`config.mk`:
```
export PLATFORM = sky130hd
export DESIGN_NAME = icache_tag_store
export DESIGN_NICKNAME = d
export VERILOG_FILES = /design/src/design/icache_pkg.sv /design/src/design/icache_tag_store.sv
export SDC_FILE = /design/constraint.sdc
export NUM_CORES = 2
export LEC_CHECK = 0
export ABC_AREA = 1
export BUFFER_PORTS_ARGS = -buffer_cell sky130_fd_sc_hd__buf_2
export CORE_MARGIN = 3
export CORE_UTILIZATION = 50
export DETAILED_ROUTE_END_ITERATION = 8
export GPL_ROUTABILITY_DRIVEN = 1
export PLACE_DENSITY_LB_ADDON = 0.12
export SLEW_MARGIN = 15
export SYNTH_ARGS = -nofsm -noshare
export SYNTH_HDL_FRONTEND = slang
export SYNTH_SLANG_ARGS = --single-unit
export TNS_END_PERCENT = 1
```
`constraint.sdc`:
```
create_clock -name clk -period 3.7 [get_ports clk]
set_clock_uncertainty 0.2 [all_clocks]
set_input_delay 0.37 -clock clk [delete_from_list [all_inputs] [get_ports clk]]
set_output_delay 0.37 -clock clk [all_outputs]
set_load 0.01 [all_outputs]
```
`src/design/icache_pkg.sv`:
```
package icache_pkg;

  // address geometry of the 8 KB direct-mapped cache
  localparam int ADDR_W   = 32;
  localparam int OFFSET_W = 6;
  localparam int INDEX_W  = 7;
  localparam int TAG_W    = ADDR_W - OFFSET_W - INDEX_W;

  // refill burst shape, one 32-bit word per beat
  localparam int LINE_BEATS = 16;
  localparam int BEAT_W     = 4;

  // canonical nop, addi x0, x0, 0
  localparam logic [ADDR_W-1:0] NOP_INSN = 32'h0000_0013;

  // fetch address split into its cache fields
  typedef struct packed {
    logic [TAG_W-1:0]    tag;
    logic [INDEX_W-1:0]  index;
    logic [OFFSET_W-1:0] offset;
  } fetch_addr_t;

  // one full cache line, word 0 in the low bits
  typedef logic [LINE_BEATS*ADDR_W-1:0] line_t;

  // memory read request, len is beats minus one
  typedef struct packed {
    logic [ADDR_W-1:0] addr;
    logic              valid;
    logic [7:0]        len;
  } mem_req_t;

  // memory read response, data qualified by ready
  typedef struct packed {
    logic              ready;
    logic [ADDR_W-1:0] data;
  } mem_rsp_t;

  // controller states
  typedef enum logic [2:0] {
    ST_RESET,
    ST_IDLE,
    ST_LOOKUP,
    ST_REFILL,
    ST_UNCACHED
  } ctrl_state_e;

endpackage

```
`src/design/icache_tag_store.sv`:
```
`timescale 1ns/1ps

module icache_tag_store (
  input  logic                    clk,
  input  logic                    rst,
  input  icache_pkg::fetch_addr_t req_addr_i,
  input  logic                    tag_we_i,
  output logic                    hit_o
);

  localparam int LINES = 2 ** icache_pkg::INDEX_W;

  // one valid bit per line, cleared on reset
  logic [LINES-1:0]             valid_q;
  // tags, only meaningful where valid is set
  logic [icache_pkg::TAG_W-1:0] tag_q [LINES];

  always_ff @(posedge clk) begin
    if (rst) begin
      valid_q <= '0;
    end else if (tag_we_i) begin
      valid_q[req_addr_i.index] <= 1'b1;
    end
  end

  always_ff @(posedge clk) begin
    if (tag_we_i) begin
      tag_q[req_addr_i.index] <= req_addr_i.tag;
    end
  end

  // combinational compare against the registered address
  assign hit_o = valid_q[req_addr_i.index] &&
                 (tag_q[req_addr_i.index] == req_addr_i.tag);

endmodule

```
==> impl_metrics.json <==
{
  "dr_total_vias": 75205,
  "dr.first_iter.drc_count": 9132,
  "synth.avg_cell_area_um2": 10.48,
  "setup-tns-final_ps": -339.0,
  "cts_sinks": 2560,
  "clk_latency_ps": 910,
  "wl_per_cell_um": 23.57,
  "finalSetupViolCount": 1,
  "final_hold_viol_count": 0,
  "violations": "setup timing",
  "antenna_found_initial": 18,
  "path_clk_slew_ps": 60,
  "grt_pass1_vias": 70877,
  "holdPathStages": 2,
  "vdd_drop_max_v": 0.0005385,
  "grt_max_degree": 128,
  "timing.rr.end": "valid_q[69]",
  "syn_to_final_growth_pct": 16.38,
  "synthTopCellsByCount": "nand2_1, edfxtp_1, nor2_1",
  "dp_cells": 13297,
  "fp.dieW_um": 469.8,
  "synthMostInstantiatedCell": "nand2_1",
  "slew_viol_final": 0,
  "clk_path_buf_depth": 4,
  "drt_pass1_iterations": 8,
  "yosys_warnings": 0,
  "r2r_setup_slack_ps": 2870,
  "crit_path_start": "req_addr_i[6]",
  "synth_fp_nets": 10300,
  "rows": 169,
  "r2r_start": "valid_q[69]",
  "leakage_nw": 50.92,
  "final_cells": 13815,
  "cts-root-buf": "clkbuf_16",
  "setup.worst_path.class": "in2out",
  "period_share_pct": 109.2,
  "status": "complete, but fails checks",
  "synth-seq-cells": 2560,
  "critical_path.startpoint_type": "input pin",
  "pin_count": 36,
  "cp.required_ps": 3130,
  "arrival_ps": 3470,
  "cp_max_fo": 35,
  "hold_path_class": "in2reg",
  "core_area_um2": 212900,
  "drc": 0,
  "p_total_mw": 62.71,
  "nets": 10819,
  "ys.flop_type": "edfxtp_1",
  "dp_hpwl_mm": 198.1,
  "die-area_um2": 220700,
  "grt_pass1_wl_mm": 475.7,
  "gp_congestion": 0.9700,
  "max_freq_mhz": 247.6,
  "drive_gt1_share_pct": 13.56,
  "async_reset_ff_share_pct": 0,
  "syn-cell-area_um2": 107500,
  "synthDistinctLibCells": 27,
  "synthDominantCellAreaShare_pct": 67.91,
  "drtAntennaViolNets": 0,
  "cts_buffers": 287,
  "via_per_inst": 5.444,
  "relSlewSlack_pct": 24.15,
  "crit_end": "hit_o",
  "grt_util_all_layers_pct": 29.12,
  "yosys-top-cells-area": "edfxtp_1, nand2_1, nor2_1, nand3_1, inv_1",
  "wl_mm": 325.6,
  "io_buffers": 29,
  "worstMarginPinSlew_ps": 1136,
  "cts_tree": "yes",
  "setup_slack_ps": -339.0,
  "pwr_density_cell_nw_per_um2": 501.0,
  "synth-edff-count": 2432,
  "yosysSeqAreaShare_pct": 70.29,
  "maxCapViolations": 0,
  "initial_core_util_pct": 50.51,
  "die_y_um": 469.8,
  "yosysTopAreaCell": "edfxtp_1",
  "fin_crit_ps": 4039,
  "syn_inst": 10265,
  "h-tree-depth": 5,
  "worstSetupEndpointType": "primary output",
  "rsz0062_at_grt": "yes",
  "globalRouteOverflowTotal": 0,
  "reg2regPathDepth": 2
}
power breakdown:
group          leakage, nW  internal, mW  switching, mW
clock                 4.20          15.4           11.1
combinational         23.8          1.27           3.11
sequential            22.9          31.8         0.0260
total                 50.9          48.5           14.2
timing repair:
item,CTS,global route
buffers inserted,5,0
cloned,0,2
resized for setup,180,33
hold buffers,21,0
endpoints found under the hold margin,871,0
setup endpoints to repair,1,1
pin swaps,71,24
worst min path at each step:
stage	endpoint	slack (ps)	from
floorplan	valid_q[101]	240	valid_q[101]
global placement	valid_q[11]	250	valid_q[11]
detailed placement	valid_q[119]	260	valid_q[119]
CTS	tag_q[87][13]	110	req_addr_i[26]
global route	tag_q[87][13]	170	req_addr_i[26]
finish	tag_q[87][13]	170	req_addr_i[26]
state kept, by name, indices dropped and copies added (netlist names):
name	flops
tag_q	2432
valid_q	128
cell usage in the layout, fill, tap and decap left out, drive strengths merged:
| cell | Yosys | final |
|---|---|---|
| dlygate4sd3 | 0 | 21 |
| nor2 | 897 | 897 |
| buf | 360 | 741 |
| nand3 | 664 | 664 |
| dfxtp | 128 | 128 |
| nand2 | 4093 | 4093 |
| o21bai | 8 | 8 |
| o21ai | 289 | 289 |
| nand3b | 11 | 11 |
| o211ai | 61 | 61 |
| nand4 | 64 | 64 |
| clkbuf | 174 | 388 |
| clkinvlp | 0 | 1 |
| inv | 805 | 812 |
| diode | 0 | 12 |
| edfxtp | 2432 | 2432 |
| bufinv | 0 | 9 |
| or2 | 146 | 146 |
| nor3 | 3 | 3 |
| a21oi | 130 | 130 |
| clkinv | 0 | 84 |
layer usage:
layer	global-route usage [%]	up-vias	share of wire [%]
met5	0	-	0.013
met4	11.38	6	4.0
met3	5.228	616	9.4
met2	45.21	3458	45
met1	41.02	36430	41
li1	-	34695	-
metrics by stage:
| step | util, % | hold WS [ps] | instance area (um^2) | setup WS [ps] |
|---|---|---|---|---|
| 2_1_floorplan | - | 240.2 | 107500 | 563.4 |
| 3_3_place_gp | 54.34 | 248.7 | 115700 | -1053 |
| 3_5_place_dp | 54.34 | 256.4 | 115700 | -948.9 |
| 4_1_cts | 58.70 | 108.7 | 125000 | -282.4 |
| 5_1_grt | 58.77 | 168.3 | 125100 | -431.4 |
| 6_report | 58.78 | 170.0 | 125200 | -339.0 |
cell families after synthesis:
logic type | after synthesis | synth area share, %
buffers and inverters | 1339 | 5.456
AOI/OAI and AO/OA | 488 | 2.432
DFF | 2560 | 70.29
and+or+nand+nor | 5878 | 21.82
critical path, stage by stage:
cell	delay, ps
buf_8	190
buf_12	210
buf_12	230
buf_4	290
nand2_1	90
nand3_1	80
nand2_1	50
nor2_1	290
nor2_1	140
nor2_1	170
nand2_1	110
nand2_2	160
nand2_2	80
o21bai_1	170
nand4_1	120
nor2_2	190
nand2_2	90
nor2_4	230
buf_6	140
area by class of cell:
cell class	count	area, um^2
clock buffers	386	7830
flip-flops and latches	2560	75590
well taps	2821	3530
diodes	12	30.03
fillers	17469	87770
inverters	805	3063
repair buffers	764	7355
multi-input cells	6366	27050
clock inverters	101	718.2
No activity file was read; power rests on OpenSTA's default activity.
