### src/design/icache_pkg.sv
package icache_pkg;

  // address geometry of the 8 KB direct-mapped cache
  localparam int ADDR_W   = 32;
  localparam int OFFSET_W = 6;
  localparam int INDEX_W  = 7;
  localparam int TAG_W    = ADDR_W - OFFSET_W - INDEX_W;

  // refill burst shape, one 32-bit word per beat
  localparam int LINE_BEATS = 16;
  localparam int BEAT_W     = 4;

  // canonical nop, addi x0, x0, 0
  localparam logic [ADDR_W-1:0] NOP_INSN = 32'h0000_0013;

  // fetch address split into its cache fields
  typedef struct packed {
    logic [TAG_W-1:0]    tag;
    logic [INDEX_W-1:0]  index;
    logic [OFFSET_W-1:0] offset;
  } fetch_addr_t;

  // one full cache line, word 0 in the low bits
  typedef logic [LINE_BEATS*ADDR_W-1:0] line_t;

  // memory read request, len is beats minus one
  typedef struct packed {
    logic [ADDR_W-1:0] addr;
    logic              valid;
    logic [7:0]        len;
  } mem_req_t;

  // memory read response, data qualified by ready
  typedef struct packed {
    logic              ready;
    logic [ADDR_W-1:0] data;
  } mem_rsp_t;

  // controller states
  typedef enum logic [2:0] {
    ST_RESET,
    ST_IDLE,
    ST_LOOKUP,
    ST_REFILL,
    ST_UNCACHED
  } ctrl_state_e;

endpackage

### src/design/icache_ctrl.sv
`timescale 1ns/1ps

module icache_ctrl #(
  parameter logic [icache_pkg::ADDR_W-1:0] UNCACHED_BASE = 32'h1000_0000,
  parameter logic [icache_pkg::ADDR_W-1:0] UNCACHED_MASK = 32'hF000_0000
) (
  input  logic                          clk,
  input  logic                          rst,
  input  icache_pkg::fetch_addr_t       fetch_addr_i,
  input  logic                          fetch_valid_i,
  input  logic                          hit_i,
  input  icache_pkg::mem_rsp_t          mem_rsp_i,
  output icache_pkg::fetch_addr_t       req_addr_o,
  output icache_pkg::mem_req_t          mem_req_o,
  output logic [icache_pkg::BEAT_W-1:0] beat_idx_o,
  output logic                          beat_we_o,
  output logic                          tag_we_o,
  output logic                          uncached_sel_o,
  output logic [icache_pkg::ADDR_W-1:0] uncached_word_o,
  output logic                          rsp_pulse_o
);

  icache_pkg::ctrl_state_e       state_q;
  icache_pkg::fetch_addr_t       req_addr_q;
  icache_pkg::mem_req_t          mem_req_q;
  logic [icache_pkg::BEAT_W-1:0] beat_cnt_q;
  logic [icache_pkg::ADDR_W-1:0] uncached_word_q;
  logic                          rsp_pulse_q;
  logic [icache_pkg::ADDR_W-1:0] req_addr_flat;
  logic                          is_uncached;
  logic                          handshake;
  logic                          last_beat;
  logic                          accept;

  assign req_addr_flat = req_addr_q;
  // uncached region decode on the held address
  assign is_uncached = (req_addr_flat & UNCACHED_MASK) == UNCACHED_BASE;
  // one beat moves per cycle with valid and ready
  assign handshake = mem_req_q.valid && mem_rsp_i.ready;
  assign last_beat = beat_cnt_q == mem_req_q.len[icache_pkg::BEAT_W-1:0];
  // no new accept in the pulse cycle while the requester still holds valid
  assign accept = (state_q == icache_pkg::ST_IDLE) && fetch_valid_i && !rsp_pulse_q;

  always_ff @(posedge clk) begin
    if (rst) begin
      state_q     <= icache_pkg::ST_RESET;
      mem_req_q   <= '0;
      beat_cnt_q  <= '0;
      rsp_pulse_q <= 1'b0;
    end else begin
      rsp_pulse_q <= 1'b0;
      case (state_q)
        icache_pkg::ST_RESET: begin
          state_q <= icache_pkg::ST_IDLE;
        end
        icache_pkg::ST_IDLE: begin
          if (accept) begin
            state_q <= icache_pkg::ST_LOOKUP;
          end
        end
        icache_pkg::ST_LOOKUP: begin
          if (is_uncached) begin
            // single beat at the exact fetch address
            state_q         <= icache_pkg::ST_UNCACHED;
            mem_req_q.addr  <= req_addr_flat;
            mem_req_q.valid <= 1'b1;
            mem_req_q.len   <= 8'd0;
            beat_cnt_q      <= '0;
          end else if (hit_i) begin
            state_q     <= icache_pkg::ST_IDLE;
            rsp_pulse_q <= 1'b1;
          end else begin
            // burst from the line base
            state_q         <= icache_pkg::ST_REFILL;
            mem_req_q.addr  <= {req_addr_q.tag, req_addr_q.index,
                                {icache_pkg::OFFSET_W{1'b0}}};
            mem_req_q.valid <= 1'b1;
            mem_req_q.len   <= 8'(icache_pkg::LINE_BEATS - 1);
            beat_cnt_q      <= '0;
          end
        end
        icache_pkg::ST_REFILL: begin
          if (handshake) begin
            if (last_beat) begin
              // tag written on this edge so the next lookup hits
              mem_req_q.valid <= 1'b0;
              state_q         <= icache_pkg::ST_LOOKUP;
            end else begin
              beat_cnt_q <= beat_cnt_q + 1'b1;
            end
          end
        end
        icache_pkg::ST_UNCACHED: begin
          if (handshake) begin
            mem_req_q.valid <= 1'b0;
            rsp_pulse_q     <= 1'b1;
            state_q         <= icache_pkg::ST_IDLE;
          end
        end
        default: begin
          state_q <= icache_pkg::ST_IDLE;
        end
      endcase
    end
  end

  // held fetch address and uncached data word
  always_ff @(posedge clk) begin
    if (accept) begin
      req_addr_q <= fetch_addr_i;
    end
    if (state_q == icache_pkg::ST_UNCACHED && handshake) begin
      uncached_word_q <= mem_rsp_i.data;
    end
  end

  assign req_addr_o      = req_addr_q;
  assign mem_req_o       = mem_req_q;
  assign beat_idx_o      = beat_cnt_q;
  assign beat_we_o       = (state_q == icache_pkg::ST_REFILL) && handshake;
  assign tag_we_o        = (state_q == icache_pkg::ST_REFILL) && handshake && last_beat;
  assign uncached_sel_o  = is_uncached;
  assign uncached_word_o = uncached_word_q;
  assign rsp_pulse_o     = rsp_pulse_q;

  // request stays up until a beat completes it
  assert property (@(posedge clk) disable iff (rst)
    mem_req_q.valid && !handshake |=> mem_req_q.valid);

  // burst counter bounded by the requested length
  assert property (@(posedge clk) disable iff (rst)
    mem_req_q.valid |-> beat_cnt_q <= mem_req_q.len);

endmodule

### config.mk
export PLATFORM = sky130hd
export DESIGN_NAME = icache_ctrl
export DESIGN_NICKNAME = d
export VERILOG_FILES = /design/src/design/icache_pkg.sv /design/src/design/icache_ctrl.sv
export SDC_FILE = /design/constraint.sdc
export NUM_CORES = 1
export LEC_CHECK = 0
export BUFFER_PORTS_ARGS = -buffer_cell sky130_fd_sc_hd__buf_2
export CAP_MARGIN = 25
export CORE_AREA = 2 2 94 96
export DETAILED_ROUTE_END_ITERATION = 10
export DIE_AREA = 0 0 96 98
export PLACE_DENSITY = 0.85
export SYNTH_ARGS = -nofsm -noshare
export SYNTH_HDL_FRONTEND = slang
export SYNTH_SLANG_ARGS = --single-unit
export TNS_END_PERCENT = 10
### constraint.sdc
create_clock -name clk -period 6.3 [get_ports clk]
set_input_delay 1.26 -clock clk [delete_from_list [all_inputs] [get_ports clk]]
set_output_delay 1.26 -clock clk [all_outputs]
set_load 0.005 [all_outputs]
==> flow_summary.json <==
{
  "clk_pin_slew_ns": 0.10,
  "end_kind": "output pin",
  "synthArstFlopShare_pct": 0,
  "rsz0062_at_grt": "false",
  "regArea_sq_um": 2760,
  "drv_slew": 0,
  "start_util_pct": 43.1,
  "core_area_sq_um": 8470,
  "synth_edf_count": 64,
  "critPathArrivalTime_ns": 1.89,
  "fillers": 732,
  "status": "finished, final reports clean",
  "synth-main-ff-cell": "edfxtp_1",
  "die_height_um": 98,
  "die_w_um": 96,
  "hold_start": "mem_req_o[38]$_SDFFE_PP0P_",
  "ys_seq_area_share_pct": 75.8,
  "clk_latency_ns": 0.35,
  "routed_wirelength_um": 8660,
  "syn_inst": 273,
  "hold_depth": 2,
  "clockBufferDepth": 2,
  "yosys.area_share.simple_pct": 10.7,
  "fin_util_pct": 56.7,
  "min_period_ns": 3.15,
  "cts-hold-fix-buffers": 0,
  "numCtsBuffers": 9,
  "crit_slowest_cell": "nand3_1",
  "overflow": 0,
  "worstSetupStartpointType": "input pin",
  "power_frac_comb_pct": 5.4,
  "drive_gt1_share_pct": 43.9,
  "wl_per_cell_um": 15.4,
  "fmaxAchievable_ghz": 0.317,
  "drv_cap": 0,
  "p_per_area_nw_per_um2": 249,
  "ant_nets": 0,
  "multi_input_area_sq_um": 751,
  "antenna_cells": 0,
  "drt_pre_antenna_iters": 4,
  "cts_root_buf": "clkbuf_8",
  "synth_seq_cells": 106,
  "period_share_pct": 50.0,
  "dp_hpwl_um": 6490,
  "max_slew_margin_pct": 45.1,
  "reg2reg_slack_ns": 4.03,
  "seqPwrFrac_pct": 63.4,
  "cp_common_cell": "buf_2",
  "power.internal_uw": 927,
  "path_max_fanout": 8,
  "fin_nets": 518,
  "synth_top_family_by_area": "simple AND/OR/NAND/NOR gates",
  "antenna_found_initial": 0,
  "cts_sinks": 106,
  "yosys_warnings": 0,
  "cpPeakStageDelay_ns": 0.22,
  "rr_startpoint": "req_addr_o[31]$_DFFE_PP_",
  "tns_ns": 0,
  "syn_avg_cell_area_sq_um": 13.4,
  "cts.htree.levels": 3,
  "syn_area_sq_um": 3650,
  "tightest_slew_ns": 0.823,
  "drc": 0,
  "final.setup_skew_ns": 0.0159,
  "required_ns": 5.04,
  "yosysUniqueCellTypes": 39,
  "syn_to_final_growth_pct": 31.7,
  "synthAdderAreaFrac_pct": 0.343,
  "cts_tree": "yes",
  "grt_pass1_vias": 2661,
  "gp_congestion": 0.816,
  "grt_pass1_wl_um": 12900,
  "cts_resized": 0,
  "postCtsSetupRepairBufs": 0,
  "setup_viol": 0,
  "clkPwrFrac_pct": 31.2,
  "ir_drop_mv": 0.120,
  "crit_type": "in -> out",
  "io_pins": 182,
  "muxShareOfSynthArea_pct": 0.275,
  "synth_xor_area_share_pct": 0,
  "p_sw_share_pct": 22.5,
  "port_buffers": 177,
  "grt_max_degree": 44,
  "vias_per_cell": 4.96,
  "p_leak_uw": 0.00203,
  "min_to": "mem_req_o[38]$_SDFFE_PP0P_",
  "vias": 2785,
  "r2r_end": "mem_req_o[14]$_SDFFE_PP0P_",
  "r2r_cells": 5,
  "dieArea_sq_um": 9410,
  "grt_usage_pct": 17.8,
  "synth_compound_area_share_pct": 8.68,
  "finalHoldViolCount": 0,
  "hold_path_class": "reg -> reg",
  "initialDrtViolationCount": 188,
  "crit_chain": "buf_2 -> nand3_1 -> inv_1 -> buf_2",
  "p_switching_uw": 270,
  "rows": 34
}
-- cells in the mapped netlist, types with 2 or more instances --
cell / number / area share, %
clkbuf_1: 6 / 0.62
or3_1: 2 / 0.34
nand3b_1: 2 / 0.41
dfxtp_1: 42 / 23
nor2b_1: 2 / 0.34
edfxtp_1: 64 / 53
o211ai_1: 4 / 0.82
nand2_1: 53 / 5.5
inv_1: 6 / 0.62
buf_2: 3 / 0.41
a21oi_1: 30 / 4.1
nand3_1: 5 / 0.69
a31oi_1: 3 / 0.51
buf_6: 2 / 0.62
nor2_1: 12 / 1.2
a22oi_1: 6 / 1.2
buf_4: 9 / 1.9
-- power by group through the flow --
stage               logic (uW)  registers [uW]  clock network (uW)
floorplan                 23.6             776                   0
global placement          61.0             774                   0
detailed placement        64.9             775                   0
CTS                       65.0             759                 388
global route              70.8             761                 417
finish                    64.2             759                 374
-- registers in the layout (all words and copies together) (netlist names) --
name and count:
rsp_pulse_o 1, mem_req_o 34, state_q 3, beat_idx_o 4, uncached_word_o 32, req_addr_o 32
-- stage by stage --
step	power (uW)	hold slack, ns	cell area [sq um]	std cells	setup slack (ns)
2_1_floorplan	799	0.445	3660	276	1.08
5_1_grt	1250	0.477	4800	561	3.09
3_3_place_gp	835	0.440	4570	543	3.21
6_report	1200	0.459	4800	561	3.15
4_1_cts	1210	0.458	4800	561	3.18
3_5_place_dp	840	0.444	4630	545	3.18
-- how the worst max path moves through the flow --
stage / depth (start not counted) / endpoint / from / slack (ns)
global route: 4 / beat_we_o / mem_rsp_i[32] / 3.09
CTS: 4 / beat_we_o / mem_rsp_i[32] / 3.18
detailed placement: 4 / beat_we_o / mem_rsp_i[32] / 3.18
finish: 4 / beat_we_o / mem_rsp_i[32] / 3.15
floorplan: 2 / req_addr_o[0]$_DFFE_PP_ / fetch_valid_i / 1.08
global placement: 4 / tag_we_o / mem_rsp_i[32] / 3.21
-- kinds of logic after synthesis --
group | Yosys count
DFF | 106
and+or+nand+nor | 87
AOI/OAI and AO/OA | 51
buffers and inverters | 26
muxes | 1
other | 1
adders and majority gates | 1
-- cell usage in the layout (no fill, tap or decap), types with 2 or more instances in the layout --
master | Yosys | layout
clkinvlp_4 | 0 | 2
dfxtp_1 | 42 | 42
buf_16 | 0 | 2
o211ai_1 | 4 | 4
a31oi_1 | 3 | 3
inv_1 | 6 | 6
buf_4 | 9 | 2
nor2_1 | 12 | 12
edfxtp_1 | 64 | 64
buf_2 | 3 | 177
clkbuf_8 | 0 | 9
a22oi_1 | 6 | 6
a21oi_1 | 30 | 30
nor2b_1 | 2 | 2
nand3_1 | 5 | 5
or3_1 | 2 | 2
nand2_1 | 53 | 53
nand3b_1 | 2 | 2
conb_1 | 1 | 4
-- worst max-delay path: cells and delay by family --
| family | cells | cell delay, ns |
|---|---|---|
| buffers and inverters | 3 | 0.41 |
| and+or+nand+nor | 1 | 0.22 |
-- cell type report --
cell class	instances	share of cell area (%)
inverters	6	0.469
clock inverters	7	1.09
well taps	108	2.81
flip-flops and latches	106	57.5
repair buffers	181	19.9
clock buffers	9	2.58
multi-input cells	144	15.6
-- metal layers --
layer  GRT usage (%)  routed length (um)  up-vias
li1                -                   -     1309
met1            20.8                3380     1295
met2            29.6                4090      168
met3            7.48                1080       13
met4            5.38                 111        0
met5               0                   0        -
Power figures use the tool's default switching activity.
