$ cat config.mk
export PLATFORM = sky130hd
export DESIGN_NAME = fetch_align
export DESIGN_NICKNAME = d
export VERILOG_FILES = /design/src/design/icache_pkg.sv /design/src/design/fetch_align.sv
export SDC_FILE = /design/constraint.sdc
export NUM_CORES = 1
export LEC_CHECK = 0
export ABC_CLOCK_PERIOD_IN_PS = 4400
export BUFFER_PORTS_ARGS = -buffer_cell sky130_fd_sc_hd__buf_2
export CAP_MARGIN = 0
export CORE_AREA = 8 8 233 235
export DETAILED_ROUTE_END_ITERATION = 7
export DIE_AREA = 0 0 241 243
export PLACE_DENSITY = 0.47
export SYNTH_ARGS = -nofsm -noshare
export SYNTH_HDL_FRONTEND = slang
export SYNTH_SLANG_ARGS = --single-unit
$ cat constraint.sdc
create_clock -name vclk -period 4.4
set_clock_uncertainty 0.05 [all_clocks]
set_input_delay 0 -clock vclk [all_inputs]
set_output_delay 0 -clock vclk [all_outputs]
set_load 0.01 [all_outputs]
$ cat src/design/icache_pkg.sv
package icache_pkg;

  // address geometry of the 8 KB direct-mapped cache
  localparam int ADDR_W   = 32;
  localparam int OFFSET_W = 6;
  localparam int INDEX_W  = 7;
  localparam int TAG_W    = ADDR_W - OFFSET_W - INDEX_W;

  // refill burst shape, one 32-bit word per beat
  localparam int LINE_BEATS = 16;
  localparam int BEAT_W     = 4;

  // canonical nop, addi x0, x0, 0
  localparam logic [ADDR_W-1:0] NOP_INSN = 32'h0000_0013;

  // fetch address split into its cache fields
  typedef struct packed {
    logic [TAG_W-1:0]    tag;
    logic [INDEX_W-1:0]  index;
    logic [OFFSET_W-1:0] offset;
  } fetch_addr_t;

  // one full cache line, word 0 in the low bits
  typedef logic [LINE_BEATS*ADDR_W-1:0] line_t;

  // memory read request, len is beats minus one
  typedef struct packed {
    logic [ADDR_W-1:0] addr;
    logic              valid;
    logic [7:0]        len;
  } mem_req_t;

  // memory read response, data qualified by ready
  typedef struct packed {
    logic              ready;
    logic [ADDR_W-1:0] data;
  } mem_rsp_t;

  // controller states
  typedef enum logic [2:0] {
    ST_RESET,
    ST_IDLE,
    ST_LOOKUP,
    ST_REFILL,
    ST_UNCACHED
  } ctrl_state_e;

endpackage

$ cat src/design/fetch_align.sv
`timescale 1ns/1ps

module fetch_align (
  input  icache_pkg::fetch_addr_t       req_addr_i,
  input  icache_pkg::line_t             line_i,
  input  logic                          uncached_sel_i,
  input  logic [icache_pkg::ADDR_W-1:0] uncached_word_i,
  input  logic                          rsp_pulse_i,
  output logic [icache_pkg::ADDR_W-1:0] insn_o,
  output logic                          insn_valid_o
);

  localparam int HALVES = icache_pkg::LINE_BEATS * 2;
  localparam int HW_W   = icache_pkg::OFFSET_W - 1;

  logic [HW_W-1:0]               hw_idx;
  logic [HW_W-1:0]               next_idx;
  logic                          at_line_end;
  logic [15:0]                   lo_half;
  logic [15:0]                   hi_half;
  logic                          is_32bit;
  logic [icache_pkg::ADDR_W-1:0] cache_insn;
  logic [icache_pkg::ADDR_W-1:0] raw_insn;

  // halfword slot within the line ignoring byte bit 0
  assign hw_idx      = req_addr_i.offset[icache_pkg::OFFSET_W-1:1];
  assign at_line_end = hw_idx == HW_W'(HALVES - 1);
  assign next_idx    = hw_idx + 1'b1;

  assign lo_half = line_i[hw_idx*16 +: 16];
  // upper half is zero at the line end since fetch never crosses lines
  assign hi_half = at_line_end ? 16'h0000 : line_i[next_idx*16 +: 16];

  // low bits 11 mark a full-width instruction
  assign is_32bit   = lo_half[1:0] == 2'b11;
  assign cache_insn = is_32bit ? {hi_half, lo_half} : {16'h0000, lo_half};

  assign raw_insn = uncached_sel_i ? uncached_word_i : cache_insn;
  // an all-zero word becomes a nop
  assign insn_o = (raw_insn == '0) ? icache_pkg::NOP_INSN : raw_insn;

  assign insn_valid_o = rsp_pulse_i;

endmodule

==> results.py, run 1 <==
metrics = {
    "drt": {
        "ant_nets": 0,
        "drc": 0,
        "drt_pass1_iterations": 6,
        "vias": 10720,
        "drt-total-wl_mm": 60.04,
        "via_per_inst": 5.283,
        "wire_per_inst_um": 29.59,
        "drtIter0Drc": 691,
    },
    "global_routing": {
        "grt_use_total_pct": 19.33,
        "overflow": 0,
        "grt_pass1_vias": 11810,
        "antenna_found_initial": 20,
        "grt_max_degree": 73,
        "grt_pass1_wl_mm": 83.67,
    },
    "layout": {
        "design.seq.count": 0,
        "regArea_sq_um": 0,
        "num-clock-buffers": 0,
        "layout_common_cells": "buf_2, mux4_2, mux2i_1, buf_4, nand2_1",
        "drive_gt1_share_pct": 70.43,
        "final_common_cell": "buf_2",
        "nNetsFinal": 1918,
        "area_delta_synth_final_pct": 42.84,
    },
    "pwr": {
        "finalPower_mw": 1.764,
        "power_density_nw_per_um2": 133.6,
        "ir_worst_vdd_uv": 71.68,
        "p_leak_nw": 5.564,
    },
    "worst_setup_path": {
        "worst_path_dominant_cell_family": "multiplexers",
        "crit_path_start_kind": "input port",
        "path_common_cell": "buf_4",
        "cp-end-kind": "output port",
        "path_max_fanout": 23,
        "cp_data_arrival_time_ns": 4.03,
        "path_buf_inv": 5,
        "critPathSlowestCell": "ha_4",
        "cp_cell_sequence": "buf_8 > ha_4 > buf_4 > buf_4 > mux4_2 > mux4_2 > mux2i_1 > buf_4 > and4_1 > o31ai_1 > or4_4 > o221ai_1 > buf_2",
        "critPathKind": "input port to output port",
        "cpPeakStageDelay_ns": 0.58,
        "crit_required_ns": 4.35,
    },
    "sta": {
        "worst_pin_slew_ns": 0.9254,
        "slew_viol_final": 0,
        "setup_viol_count_final": 0,
        "min_period_ns": 4.081,
        "relSlewSlack_pct": 37.74,
        "fmax_mhz": 245.0,
        "rsz0062_at_grt": "false",
        "tns_ns": 0,
        "finalCritPeriodShare_pct": 92.76,
        "final_hold_viol_count": 0,
    },
    "synth": {
        "synth_cell_types": 72,
        "syn-cell-area_sq_um": 9244,
        "syn_nets": 1363,
        "ys_seq_area_share_pct": 0,
        "synth_top_area_share_pct": 60.42,
        "synth_top_area_cell": "mux4_2",
        "yosys_warnings": 0,
        "synth.area.top_cells": "mux4_2, mux2i_1, mux2_2",
        "syn_inst": 783,
        "synth_area_per_cell_sq_um": 11.81,
    },
    "floorplan": {
        "rows": 83,
        "coreArea_sq_um": 50680,
        "pin_count": 611,
        "die_w_um": 241,
        "start_util_pct": 18.24,
        "fp.dieArea_sq_um": 58560,
        "die_h_um": 243,
    },
    "placed_design": {
        "port_buffers": 582,
        "gp_congestion": 0.9601,
        "hpwl_mm": 52.78,
    },
    "cts": {
        "ctsHoldBuffers": 1,
        "post_cts_buffers": 0,
        "cts_resized": 0,
    },
    "hold_path": {
        "hold_depth": 4,
        "worstHoldEndpoint": "insn_o[30]",
        "hold_path.class": "input port to output port",
        "min_from": "uncached_word_i[30]",
    },
    "job": {
        "cap_violations": 0,
    },
    "run_status": {
        "status": "completed",
    },
}
## power by group
group	internal [mW]	switching, mW	total [mW]
logic	0.903	0.860	1.76
clock network	0.000000321	0	0.000000321
registers	0	0	0
total	0.903	0.860	1.76
## metrics by stage
stage | cells | hold slack, ns | setup slack (ns) | util [%] | cell area [sq um]
2_1_floorplan | 783 | 0.04177 | 0.8186 | - | 9244
3_3_place_gp | 2015 | -0.04970 | 0.1732 | 25.97 | 13160
3_5_place_dp | 2015 | -0.04970 | 0.1312 | 25.97 | 13160
4_1_cts | 2016 | 0.2733 | 0.1296 | 25.99 | 13170
5_1_grt | 2025 | 0.2839 | 0.02462 | 26.03 | 13190
6_report | 2029 | 0.2680 | 0.3187 | 26.05 | 13200
## layer usage
metal	up-vias	wire (um)	share of wire, %	track usage (%)
met1	5476	23880	40	24.27
li1	4579	-	-	-
met3	61	4861	8.1	3.955
met4	10	962	1.6	3.352
met5	-	74	0.12	0
met2	593	30270	50	34.05
## worst max-delay path by stage
| stage | depth (start not counted) | endpoint | startpoint |
|---|---|---|---|
| 2_1_floorplan | 14 | insn_o[0] | req_addr_i[3] |
| 3_3_place_gp | 13 | insn_o[0] | req_addr_i[1] |
| 3_5_place_dp | 13 | insn_o[0] | req_addr_i[1] |
| 4_1_cts | 13 | insn_o[0] | req_addr_i[1] |
| 5_1_grt | 13 | insn_o[0] | req_addr_i[1] |
| 6_report | 13 | insn_o[0] | req_addr_i[1] |
## cell usage after synthesis, types with 13 or more instances
master and number:
nand2_1 53, nor2_1 16, a21oi_1 31, o31ai_1 17, mux2_2 29, nor2b_1 16
clkbuf_1 27, buf_2 45, mux4_2 248, nand3_1 14, a211oi_1 13, mux2i_1 81
## area by class of cell
cell class,instances,area [sq um]
diodes,13,32.53
well taps,680,850.8
multi-input cells,668,8712
fillers,5523,37470
inverters,13,48.80
repair buffers,655,3560
## logic make-up (layout without fill, tap and decap cells)
kind of cell    Yosys count  after routing  synth area share [%]
mux                     362            362                 73.21
xor+xnor                  4              4                0.3791
simple gates            148            148                 8.176
other cells               0             13                     0
fa+ha+maj                 2              2                0.2707
buf+inv                 115            668                 6.308
compound gates          152            152                 11.65
No activity file was read; power rests on OpenSTA's default activity.
==> run 2, diff against run 1 <==
- ABC_CLOCK_PERIOD_IN_PS: 4400 -> 4100
- clock period: 4.4 -> 4.1 ns (I/O delays scaled with it)
==> results.py, run 2 (synthesized netlist as in run 1, its figures left out) <==
metrics = {
    "pwr": {
        "p_int_mw": 0.9804,
        "power_frac_clock_pct": 0,
        "switchingPower_mw": 0.9258,
        "ir_worst_vdd_uv": 69.27,
        "combPwrFrac_pct": 100.0,
        "pwr-share-seq_pct": 0,
        "p_leak_nw": 5.598,
        "power_density_nw_per_um2": 143.5,
        "switching_share_pct": 48.57,
    },
    "sta": {
        "final_hold_viol_count": 0,
        "relSlewSlack_pct": 42.58,
        "finalCritPeriodShare_pct": 95.29,
        "tns_ns": 0,
        "setup_ws_ns": 0.1930,
        "slew_viol_final": 0,
        "rsz0062_at_grt": "false",
        "worst_pin_slew_ns": 0.8575,
        "setup_viol_count_final": 0,
        "fmax_mhz": 255.9,
        "min_period_ns": 3.907,
    },
    "hold_path": {
        "hold_path.class": "input port to output port",
        "min_from": "uncached_word_i[30]",
        "hold_depth": 4,
        "worstHoldEndpoint": "insn_o[30]",
    },
    "floorplan": {
        "coreArea_sq_um": 50680,
        "rows": 83,
        "die_w_um": 241,
        "start_util_pct": 18.24,
        "die_h_um": 243,
        "fp.dieArea_sq_um": 58560,
        "pin_count": 611,
    },
    "worst_setup_path": {
        "critPathSlowestCell": "or4_4",
        "path_common_cell": "mux4_2",
        "cp_cell_sequence": "buf_8 > ha_4 > mux4_2 > mux4_2 > mux2i_1 > buf_4 > a221oi_1 > or4b_1 > or4_4 > o221ai_1 > buf_2",
        "cp_data_arrival_time_ns": 3.86,
        "crit_path_start_kind": "input port",
        "critPathKind": "input port to output port",
        "worst_path_dominant_cell_family": "multiplexers",
        "crit_required_ns": 4.05,
        "path_buf_inv": 3,
        "cp-end-kind": "output port",
        "path_max_fanout": 17,
        "cpPeakStageDelay_ns": 0.58,
    },
    "drt": {
        "drtIter0Drc": 714,
        "wire_per_inst_um": 30.22,
        "drt_pass1_iterations": 5,
        "via_per_inst": 5.299,
        "drc": 0,
        "drt-total-wl_mm": 61.40,
        "ant_nets": 0,
        "vias": 10770,
    },
    "layout": {
        "regArea_sq_um": 0,
        "layout_common_cells": "buf_2, mux4_2, mux2i_1, buf_4, nand2_1",
        "area_delta_synth_final_pct": 43.71,
        "design.seq.count": 0,
        "final_common_cell": "buf_2",
        "design_area_sq_um": 13280,
        "instances_no_fill": 2032,
        "final_core_util_pct": 26.21,
        "drive_gt1_share_pct": 70.48,
        "fillers": 5520,
        "multi_input_area_sq_um": 8712,
        "nNetsFinal": 1920,
        "num-clock-buffers": 0,
    },
    "global_routing": {
        "grt_use_total_pct": 19.76,
        "antenna_found_initial": 23,
        "overflow": 0,
        "grt_pass1_vias": 11830,
        "grt_pass1_wl_mm": 85.30,
        "grt_max_degree": 51,
    },
    "placed_design": {
        "place_area_sq_um": 13240,
        "post-place-ws_ns": 0.04958,
        "gp_congestion": 0.9531,
        "dp_cells": 2017,
        "port_buffers": 582,
        "hpwl_mm": 53.41,
    },
    "cts": {
        "cts_resized": 0,
    },
    "job": {
        "cap_violations": 0,
    },
    "run_status": {
        "status": "completed",
    },
}
-- run 2: how the worst max path moves through the flow --
stage	from	end	cells after the start
3_5_place_dp	req_addr_i[1]	insn_o[0]	11
5_1_grt	req_addr_i[1]	insn_o[0]	13
4_1_cts	req_addr_i[1]	insn_o[0]	11
6_report	req_addr_i[1]	insn_o[0]	11
3_3_place_gp	req_addr_i[1]	insn_o[0]	11
2_1_floorplan	req_addr_i[3]	insn_o[0]	14
-- run 2: through the flow --
stage                     hold WS [ns]  total power, mW
after floorplan                0.04177            1.070
after global placement        -0.04970            1.915
after detailed placement      -0.04970            1.931
after CTS                       0.2768            1.939
after global routing            0.3073            2.040
final                           0.2744            1.906
-- run 2: tightest hold or removal path, stage by stage --
cell and delay, ns:
buf_2 0.09, nand2_1 0.04, o31ai_1 0.06, buf_2 0.13
-- run 2: power by group through the flow --
stage,sequential [mW],combinational [mW],clock [mW]
after floorplan,0,1.07,0
after global placement,0,1.92,0
after detailed placement,0,1.93,0
after CTS,0,1.94,0
after global routing,0,2.04,0.000000261
final,0,1.91,0.000000458
-- run 2: what timing repair did --
item / CTS / global route
hold endpoints to repair: 1 / 0
endpoints found under the setup margin: 0 / 0
setup buffers: 0 / 0
hold buffers: 1 / 0
-- run 2: layer usage --
metal  global-route usage (%)  routed length (um)
met5                        0                  77
met4                    2.838                 962
met3                    3.456                4473
met2                    34.45               30450
met1                    25.72               25430
-- run 2: final cells by class --
type	instances	area share (%)
multi-input cells	668	65.58
well taps	680	6.405
diodes	14	0.2637
inverters	13	0.3673
repair buffers	657	27.38
